--- config.mk ---
export PLATFORM = sky130hd
export DESIGN_NAME = gemm_sched_top
export DESIGN_NICKNAME = d
export VERILOG_FILES = /design/src/common/gemm_pkg.sv /design/src/source/gemm_sched_top.sv /design/src/gemm_scheduler/gemm_weight_input_sched.sv /design/src/gemm_scheduler/gemm_psum_sched.sv /design/src/gemm_scheduler/gemm_bank_sweep.sv /design/src/source/gemm_bank_fifo.sv
export SDC_FILE = /design/constraint.sdc
export NUM_CORES = 2
export LEC_CHECK = 0
export CORE_ASPECT_RATIO = 0.75
export CORE_UTILIZATION = 40
export DETAILED_ROUTE_END_ITERATION = 10
export DONT_BUFFER_PORTS = 1
export PLACE_DENSITY_LB_ADDON = 0.12
export SLEW_MARGIN = 5
export SYNTH_ARGS = -nofsm -noshare
export SYNTH_HDL_FRONTEND = slang
export SYNTH_SLANG_ARGS = --single-unit
--- constraint.sdc ---
create_clock -name CLK -period 8.5 [get_ports CLK]
set_clock_uncertainty 0.2 [all_clocks]
set_input_delay 1.7 -clock CLK [delete_from_list [all_inputs] [get_ports CLK]]
set_output_delay 1.7 -clock CLK [all_outputs]
set_load 0.1 [all_outputs]
--- src/common/gemm_pkg.sv ---
package gemm_pkg;

    // Array and bank geometry.
    localparam int NUM_BANKS  = 4;
    localparam int ROWS       = 4;  // Rows per group, and per burst toward the array.
    localparam int DATA_W     = 64;
    localparam int FIFO_DEPTH = 8;  // Entries per bank, room for two whole groups.

    localparam int BANK_W = $clog2(NUM_BANKS);
    localparam int ROW_W  = $clog2(ROWS);
    localparam int PTR_W  = $clog2(FIFO_DEPTH);
    localparam int CNT_W  = $clog2(FIFO_DEPTH + 1);  // Count reaches FIFO_DEPTH itself.

    // Matrix type carried by every bank entry.
    typedef enum logic [1:0] {
        MAT_NONE   = 2'd0,
        MAT_INPUT  = 2'd1,
        MAT_WEIGHT = 2'd2,
        MAT_PSUM   = 2'd3
    } mat_t;

    typedef logic [BANK_W-1:0] bank_t;
    typedef logic [ROW_W-1:0]  row_t;

    // One stored row of a bank.
    typedef struct packed {
        mat_t              kind;
        logic [DATA_W-1:0] data;
    } bank_entry_t;

    // What a scheduler sees of one bank.
    typedef struct packed {
        logic        group_ready;  // At least one whole group is stored.
        bank_entry_t head;         // Oldest entry, only meaningful when not empty.
    } bank_view_t;

    // One load strobe toward the systolic array.
    typedef struct packed {
        logic              enable;
        row_t              row_sel;
        logic [DATA_W-1:0] data;
    } array_load_t;

endpackage
--- src/source/gemm_sched_top.sv ---
module gemm_sched_top (
    input  logic                           CLK,
    input  logic                           nRST,
    input  logic [gemm_pkg::NUM_BANKS-1:0] push,
    input  gemm_pkg::bank_entry_t          wdata [gemm_pkg::NUM_BANKS],
    output logic [gemm_pkg::NUM_BANKS-1:0] full,
    input  logic                           new_weight,
    input  logic                           drained,
    output gemm_pkg::array_load_t          psum_load,
    output gemm_pkg::array_load_t          weight_load,
    output gemm_pkg::array_load_t          input_load
);
    import gemm_pkg::*;

    bank_view_t           views [NUM_BANKS];
    logic [NUM_BANKS-1:0] psum_pop;
    logic [NUM_BANKS-1:0] wi_pop;
    logic [NUM_BANKS-1:0] pop;
    logic                 weight_pending;

    // Each side only claims heads of its own kind, so the two never pop one bank.
    assign pop = psum_pop | wi_pop;

    for (genvar i = 0; i < NUM_BANKS; i++) begin : g_bank
        gemm_bank_fifo u_fifo (
            .CLK   (CLK),
            .nRST  (nRST),
            .push  (push[i]),
            .wdata (wdata[i]),
            .pop   (pop[i]),
            .view  (views[i]),
            .full  (full[i])
        );
    end

    gemm_psum_sched u_psum_sched (
        .CLK            (CLK),
        .nRST           (nRST),
        .views          (views),
        .weight_pending (weight_pending),
        .psum_load      (psum_load),
        .pop            (psum_pop)
    );

    // Owns the pending-weight flag that also holds back the partial sums.
    gemm_weight_input_sched u_wi_sched (
        .CLK            (CLK),
        .nRST           (nRST),
        .views          (views),
        .new_weight     (new_weight),
        .drained        (drained),
        .weight_pending (weight_pending),
        .weight_load    (weight_load),
        .input_load     (input_load),
        .pop            (wi_pop)
    );

endmodule

--- src/gemm_scheduler/gemm_weight_input_sched.sv ---
module gemm_weight_input_sched (
    input  logic                           CLK,
    input  logic                           nRST,
    input  gemm_pkg::bank_view_t           views [gemm_pkg::NUM_BANKS],
    input  logic                           new_weight,
    input  logic                           drained,
    output logic                           weight_pending,
    output gemm_pkg::array_load_t          weight_load,
    output gemm_pkg::array_load_t          input_load,
    output logic [gemm_pkg::NUM_BANKS-1:0] pop
);
    import gemm_pkg::*;

    logic [NUM_BANKS-1:0] match;
    logic                 busy;
    logic                 last;
    logic                 stall;
    logic                 weight_done;
    logic                 n_weight_pending;
    mat_t                 want_kind;
    bank_t                bank;
    row_t                 row;
    bank_entry_t          claimed;

    // While a weight is owed only weight groups are taken, inputs otherwise.
    assign want_kind = weight_pending ? MAT_WEIGHT : MAT_INPUT;

    always_comb begin
        for (int i = 0; i < NUM_BANKS; i++) begin
            match[i] = views[i].group_ready && (views[i].head.kind == want_kind);
        end
    end

    // The array has to drain before a new weight can be shifted in.
    assign stall = weight_pending && !drained;

    gemm_bank_sweep u_sweep (
        .CLK   (CLK),
        .nRST  (nRST),
        .stall (stall),
        .match (match),
        .busy  (busy),
        .bank  (bank),
        .row   (row),
        .last  (last)
    );

    assign claimed     = views[bank].head;
    assign weight_done = last && (claimed.kind == MAT_WEIGHT);

    // A fresh new_weight wins over the clear from a finishing weight burst.
    always_comb begin
        n_weight_pending = weight_pending;
        if (new_weight) begin
            n_weight_pending = 1'b1;
        end
        else if (weight_done) begin
            n_weight_pending = 1'b0;
        end
    end

    always_ff @(posedge CLK, negedge nRST) begin
        if (nRST == 1'b0) begin
            weight_pending <= 1'b1;     // The array starts without a weight.
        end
        else begin
            weight_pending <= n_weight_pending;
        end
    end

    // The claimed group's own kind picks the strobe for the whole burst.
    always_comb begin
        weight_load = '0;
        input_load  = '0;
        pop         = '0;
        if (busy) begin
            pop[bank] = 1'b1;
            if (claimed.kind == MAT_WEIGHT) begin
                weight_load.enable  = 1'b1;
                weight_load.row_sel = row;
                weight_load.data    = claimed.data;
            end
            else begin
                input_load.enable  = 1'b1;
                input_load.row_sel = row;
                input_load.data    = claimed.data;
            end
        end
    end

endmodule

--- src/gemm_scheduler/gemm_psum_sched.sv ---
module gemm_psum_sched (
    input  logic                           CLK,
    input  logic                           nRST,
    input  gemm_pkg::bank_view_t           views [gemm_pkg::NUM_BANKS],
    input  logic                           weight_pending,
    output gemm_pkg::array_load_t          psum_load,
    output logic [gemm_pkg::NUM_BANKS-1:0] pop
);
    import gemm_pkg::*;

    logic [NUM_BANKS-1:0] match;
    logic                 busy;
    bank_t                bank;
    row_t                 row;

    // A bank is eligible only with a whole partial-sum group at its head.
    always_comb begin
        for (int i = 0; i < NUM_BANKS; i++) begin
            match[i] = views[i].group_ready && (views[i].head.kind == MAT_PSUM);
        end
    end

    // Partial sums wait as long as a new weight is still owed to the array.
    gemm_bank_sweep u_sweep (
        .CLK   (CLK),
        .nRST  (nRST),
        .stall (weight_pending),
        .match (match),
        .busy  (busy),
        .bank  (bank),
        .row   (row),
        .last  ()
    );

    always_comb begin
        psum_load = '0;
        pop       = '0;
        if (busy) begin
            psum_load.enable  = 1'b1;
            psum_load.row_sel = row;
            psum_load.data    = views[bank].head.data;
            pop[bank]         = 1'b1;   // Each row is consumed as it goes out.
        end
    end

endmodule

--- src/gemm_scheduler/gemm_bank_sweep.sv ---
module gemm_bank_sweep (
    input  logic                           CLK,
    input  logic                           nRST,
    input  logic                           stall,
    input  logic [gemm_pkg::NUM_BANKS-1:0] match,
    output logic                           busy,
    output gemm_pkg::bank_t                bank,
    output gemm_pkg::row_t                 row,
    output logic                           last
);
    import gemm_pkg::*;

    typedef enum logic [1:0] {
        SWEEP_STALL,
        SWEEP_CHECK,
        SWEEP_BURST
    } sweep_state_t;

    sweep_state_t state, n_state;
    bank_t        n_bank, bank_inc;
    row_t         n_row;

    assign busy = (state == SWEEP_BURST);
    assign last = busy && (row == row_t'(ROWS - 1));

    assign bank_inc = (bank == bank_t'(NUM_BANKS - 1)) ? '0 : bank + 1'b1;

    always_ff @(posedge CLK, negedge nRST) begin
        if (nRST == 1'b0) begin
            state <= SWEEP_STALL;
            bank  <= '0;
            row   <= '0;
        end
        else begin
            state <= n_state;
            bank  <= n_bank;
            row   <= n_row;
        end
    end

    always_comb begin
        n_state = state;
        n_bank  = bank;
        n_row   = row;
        case (state)
            SWEEP_STALL: begin
                n_bank = '0;                    // Every restart begins at bank 0.
                if (!stall) begin
                    n_state = SWEEP_CHECK;
                end
            end
            SWEEP_CHECK: begin
                if (stall) begin
                    n_state = SWEEP_STALL;
                end
                else if (match[bank]) begin
                    n_state = SWEEP_BURST;      // Bank is held for the whole burst.
                    n_row   = '0;
                end
                else begin
                    n_bank = bank_inc;
                end
            end
            SWEEP_BURST: begin
                // Stall is not looked at here, a burst always runs to its end.
                if (last) begin
                    n_state = SWEEP_CHECK;
                    n_bank  = bank_inc;
                    n_row   = '0;
                end
                else begin
                    n_row = row + 1'b1;
                end
            end
            default: begin
                n_state = SWEEP_STALL;
            end
        endcase
    end

endmodule

--- src/source/gemm_bank_fifo.sv ---
module gemm_bank_fifo (
    input  logic                  CLK,
    input  logic                  nRST,
    input  logic                  push,
    input  gemm_pkg::bank_entry_t wdata,
    input  logic                  pop,
    output gemm_pkg::bank_view_t  view,
    output logic                  full
);
    import gemm_pkg::*;

    bank_entry_t      mem [FIFO_DEPTH];
    logic [PTR_W-1:0] wr_ptr, rd_ptr;
    logic [PTR_W-1:0] n_wr_ptr, n_rd_ptr;
    logic [CNT_W-1:0] count;
    logic             wr_en, rd_en;

    assign full  = (count == CNT_W'(FIFO_DEPTH));
    assign wr_en = push && !full;           // A push into a full bank is dropped.
    assign rd_en = pop && (count != '0);

    // Pointers wrap explicitly so the depth need not be a power of two.
    assign n_wr_ptr = (wr_ptr == PTR_W'(FIFO_DEPTH - 1)) ? '0 : wr_ptr + 1'b1;
    assign n_rd_ptr = (rd_ptr == PTR_W'(FIFO_DEPTH - 1)) ? '0 : rd_ptr + 1'b1;

    always_ff @(posedge CLK) begin
        if (wr_en) begin
            mem[wr_ptr] <= wdata;
        end
    end

    always_ff @(posedge CLK, negedge nRST) begin
        if (nRST == 1'b0) begin
            wr_ptr <= '0;
            rd_ptr <= '0;
            count  <= '0;
        end
        else begin
            if (wr_en) begin
                wr_ptr <= n_wr_ptr;
            end
            if (rd_en) begin
                rd_ptr <= n_rd_ptr;
            end
            case ({wr_en, rd_en})
                2'b10:   count <= count + 1'b1;
                2'b01:   count <= count - 1'b1;
                default: count <= count;    // Idle, or push and pop together.
            endcase
        end
    end

    // Groups are pushed and popped whole, so the head always starts a group.
    assign view.group_ready = (count >= CNT_W'(ROWS));
    assign view.head        = mem[rd_ptr];

endmodule

**Word level (Yosys, flattened, before mapping)**

Memories as Yosys holds them, arrays and structs flattened.
Index checks and enable logic that the tools add are counted.
W data, S select, Z words.

- Flip-flop bits (word level): 53
- Input bits: 272
- Memories kept: 4
- RAM bits: 2112

Memories:

| name | words | width | rd ports | clocked after Yosys merged registers in | wr ports | line | RTL |
|---|---|---|---|---|---|---|---|
| g_bank[0].u_fifo.mem | 8 | 66 | 1 | 0 | 1 | gemm_bank_fifo.sv:12 | `bank_entry_t mem [FIFO_DEPTH];` |
| g_bank[1].u_fifo.mem | 8 | 66 | 1 | 0 | 1 | gemm_bank_fifo.sv:12 |  |
| g_bank[2].u_fifo.mem | 8 | 66 | 1 | 0 | 1 | gemm_bank_fifo.sv:12 |  |
| g_bank[3].u_fifo.mem | 8 | 66 | 1 | 0 | 1 | gemm_bank_fifo.sv:12 |  |

- Add/subtract/negate cells: 20
- $lt $le $gt $ge: 10
- Bitwise gates (word level): 3
- Equal/unequal tests: 49
- Multiplexer cells: 72
- Reductions and logical operators: 48

Operators with widths:

| cell | count |
|---|---|
| $mux W67 | 5 |
| $bmux W67 S2 | 2 |
| $mux W66 | 2 |
| $mux W64 | 2 |
| $mux W2 | 23 |
| $pmux W4 S2 | 4 |
| $eq A2 B2 Y1 const B | 15 |
| $add A3 B1 Y3 const B | 8 |
| $eq A3 B3 Y1 const B | 8 |
| $mux W3 | 8 |
| $pmux W2 S3 | 4 |
| $logic_and A1 B1 Y1 | 22 |
| $add A4 B1 Y4 const B | 4 |
| $eq A4 B4 Y1 const B | 4 |
| $ge A4 B3 Y1 const B | 4 |
| $ne A2 B2 Y1 const B | 8 |
| $reduce_bool A4 Y1 | 4 |
| $sub A4 B1 Y4 const B | 4 |
| $mux W1 | 14 |
| $reduce_bool A2 Y1 | 7 |
| $eq A2 B1 Y1 const B | 6 |
| $reduce_and A3 Y1 | 4 |
| $add A2 B1 Y2 const B | 4 |
| $eq A2 B2 Y1 | 4 |
| 16 further kinds | 32 |

**Longest topological paths before layout**

- Depth after elaboration: 9
- Gate-level depth with buffers: 13
- Gate-level depth less buffers: 11

**Hierarchy**

Synthesis repeated with hierarchy kept, for this count alone.

- Cells, all modules: 3919
- Area total of the unflattened synthesis: 89186.8 µm²

Modules (own cells, without submodules):

| module | cells each | area an instance (µm²) | times used |
|---|---|---|---|
| gemm_bank_fifo (g_bank[0].u_fifo ...) | 832 | 20827.5 | 3 |
| gemm_bank_fifo (g_bank[3].u_fifo) | 830 | 20827.5 | 1 |
| gemm_weight_input_sched | 276 | 2934.1 | 1 |
| gemm_psum_sched | 235 | 2067.0 | 1 |
| gemm_bank_sweep | 39 | 425.4 | 2 |
| gemm_sched_top | 4 | 25.0 | 1 |

**Least setup slack after synthesis**

No wires, ideal clock.

- Kind: in2reg
- Start: input port push[0] (netlist name)
- End: memory g_bank[0].u_fifo.mem[0][0] (netlist name), enable pin
- Buffers on the path: 1
- Data arrival time: 8216 ps
- Stages: 3
- Path slack: -569 ps
- Library setup time: 653 ps
- Path through: nand2b_1 -> clkbuf_1 -> nor4_1

- Longest elaborated chain between the ends: 3

Ends and longest elaborated chain:

| element | line | RTL |
|---|---|---|
| start, declared | gemm_sched_top.sv:4 | `input logic [gemm_pkg::NUM_BANKS-1:0] push,` |
| $logic_and A1 B1 Y1 | gemm_bank_fifo.sv:19 | `assign wr_en = push && !full;` |
| $mux W1 | gemm_bank_fifo.sv:27 | `if (wr_en) begin` |
| $mux W1 (implied by the code) | gemm_bank_fifo.sv:28 | `mem[wr_ptr] <= wdata;` |
| end, declared | gemm_bank_fifo.sv:12 |  |

Every way passes these cells.

==> run metrics <==
syn_area_per_cell=22.5 um2; WP data arrival=5790 ps; min cycle time layout=7690 ps; Syn Nets=4,160; GRT Util Overall=22.2%; Post-CTS Setup Bufs=0; initial antenna violation count=24; total wire length=243 mm; dpl hpwl=155 mm; Worst-Margin Slew=1260 ps; die span in y=405 um; met3 usage=6.91%; clock-pin slew on the worst setup and hold paths=60 ps; global routing usage on met2=34.1%; Worst Setup End Kind=primary output; vias in the first global route=40,100; met1 Use GR=30.2%; Final Non-Filler Cells=7,002; Syn-to-layout area delta=13.1%; root buffer cell=clkbuf_16; Power Density=338 mW/mm2; Ys Warns=0; Die Area=0.218 mm2; unrepaired setup endpoints after global routing=false; core area=0.214 mm2; number of remaining DRC errors=0; Port Buffers=0; Iteration-0 DRC Markers=4,010; share of cells above drive strength 1=33.0%; Nets=4,306; Initial Utilization=40.3%; multi-input logic area=0.0213 mm2; Gates resized, CTS repair=0; final setup vio count=0; via count=39,800; fillers=17,800; top area cells in the synthesized netlist=edfxtp_1 73%, mux4_2 17%, mux2i_1 3.1%; Clock Path Buffers=4; relative slew slack=13.3%; WS Path Type=reg -> out; Critical Path Source Type=flop; most common library cells after synthesis=2,112 x edfxtp_1, 657 x mux4_2, 271 x mux2i_1; Req. time, crit path=6600 ps; async set-reset flop share out of synthesis=2.45%; grt peak-use layer=met2; Synth Register Bits=2,165; Placed Cells=6,594; CTS Buf Count=220; worst skew pair latency=860 ps; CTS Sinks=2,165; final slew viol count=0; instance count of the mapped netlist=3,839; WL per Instance=34.7 um; Synth top area share=73.4%; status=finished clean; number of flops mapped to enable cells by yosys=2,112; Hold WC Path Type=reg -> reg; max cap viols=0; cell area after synthesis=0.0864 mm2; Vias per Instance=5.68; Boundary Pins=477; Peak supply drop=0.212 mV; GPL Wtd Cong=0.765; cts hold-fix bufs=0; most frequent cell after synthesis=edfxtp_1; row count=147; Yosys cell types=51; fmax=130 MHz; pin count of the biggest net entering global routing=130; Tot Pwr=33.1 mW; TritonRoute pass-1 iters=5; grt total ovfl=0; setup TNS=0 ps; final period utilization=90.4%; Crit Path Max Fanout=43; # H-tree levels=4; Fin. Hold Viols=0; Leakage=29.7 nW; Chip Width=539 um; Seq. cell area=0.0648 mm2; Final ANT Viol Nets=0; global-route wire length before repair=333 mm; ys flop type=edfxtp_1; cell taking the most area after synthesis=edfxtp_1; CTS tree=built; register area share after synthesis=74.9%
[power breakdown]
group          internal (mW)  total [mW]  switching [mW]  leakage [nW]
combinational           3.76        9.81            6.06          6.54
clock                   5.18        9.23            4.05          3.31
sequential              13.3        14.0           0.706          19.8
total                   22.3        33.1            10.8          29.7
[critical path: stages (launching register included)]
cell	delay, ps
dfrtp_4	920
mux4_2	590
mux2i_1	290
nor2b_1	680
mux4_2	430
nand2_4	460
buf_4	560
nor2_2	910
[sequential cells by signal, summed over array words and instances, names as in the netlist]
signal,count
g_bank.u_fifo.count,16
g_bank.u_fifo.mem,2112
g_bank.u_fifo.rd_ptr,12
g_bank.u_fifo.wr_ptr,12
u_psum_sched.u_sweep.bank,2
u_psum_sched.u_sweep.row,2
u_psum_sched.u_sweep.state,2
u_wi_sched.u_sweep.bank,2
u_wi_sched.u_sweep.row,2
u_wi_sched.u_sweep.state,2
u_wi_sched.weight_pending,1
[stage by stage]
| step | worst slack (ps) | hold slack (ps) | utilization [%] | cell area (um2) |
|---|---|---|---|---|
| after floorplan | 1030 | 256 | - | 86500 |
| after global placement | 1870 | 276 | 42.4 | 91000 |
| after detailed placement | 1780 | 279 | 42.4 | 91000 |
| after CTS | 798 | 287 | 45.5 | 97700 |
| after global routing | 602 | 307 | 45.6 | 97700 |
| final | 812 | 292 | 45.6 | 97700 |
[cell families (layout without fill, tap and decap cells)]
kind of cell	after synthesis	after routing	share of synthesized area, %
mux	942	942	20.4
other cells	0	14	0
fa+ha+maj	49	49	0.718
compound gates	59	59	0.434
simple gates	365	365	2.07
flops	2165	2165	74.9
xor+xnor	19	19	0.193
buf+inv	240	558	1.23
[path summary, 6_finish.rpt]
path	start	to	slack (ps)	cells after the start
setup / recovery	g_bank[1].u_fifo.rd_ptr[0]$_DFFE_PN0P_	weight_load[39]	810	7
hold / removal	g_bank[0].u_fifo.count[3]$_DFFE_PN0P_	g_bank[0].u_fifo.count[3]$_DFFE_PN0P_	290	1
setup reg to reg	g_bank[1].u_fifo.rd_ptr[0]$_DFFE_PN0P_	u_wi_sched.weight_pending$_DFFE_PN1P_	3380	8
hold reg to reg	g_bank[0].u_fifo.count[3]$_DFFE_PN0P_	g_bank[0].u_fifo.count[3]$_DFFE_PN0P_	290	1
max in group asynchronous	nRST	u_wi_sched.weight_pending$_DFFE_PN1P_	7520	0
min in group asynchronous	nRST	g_bank[1].u_fifo.rd_ptr[0]$_DFFE_PN0P_	360	0
[cell usage in the layout, fill, tap and decap left out, types with 7 or more instances in the layout]
master	Yosys	layout
nor3_2	0	14
nand2b_1	16	16
nor2b_1	73	9
nor2_2	17	132
xor2_1	14	14
inv_6	0	7
nand2_1	47	46
clkbuf_1	96	47
buf_4	10	131
clkinv_2	0	46
ha_1	48	47
bufinv_16	0	12
nand3b_1	8	8
a21oi_1	16	16
edfxtp_1	2112	2112
mux2_2	13	13
dfrtp_4	0	14
dfrtp_1	52	38
mux2i_1	271	268
clkbuf_16	0	223
nor3_1	25	11
nor2b_2	0	64
diode_2	0	14
o21ai_0	18	18
nor2_4	0	15
mux4_2	657	657
inv_1	23	22
nor2_1	151	21
clkinv_1	0	44
[metal layers]
layer	up-vias	routed length (um)
li1	16500	-
met1	21800	103000
met2	1267	112000
met3	290	21200
met4	6	7670
met5	-	37
[area by class of cell]
type / instances / area share [%]
Antenna cell: 14 / 0.0359
Clock buffer: 274 / 5.94
Clock inverter: 120 / 0.939
Inverter: 25 / 0.106
Multi-Input combinational cell: 1434 / 21.8
Sequential cell: 2165 / 66.3
Tap cell: 2831 / 3.62
Timing Repair Buffer: 139 / 1.20
(Power assumes the default switching activity.)
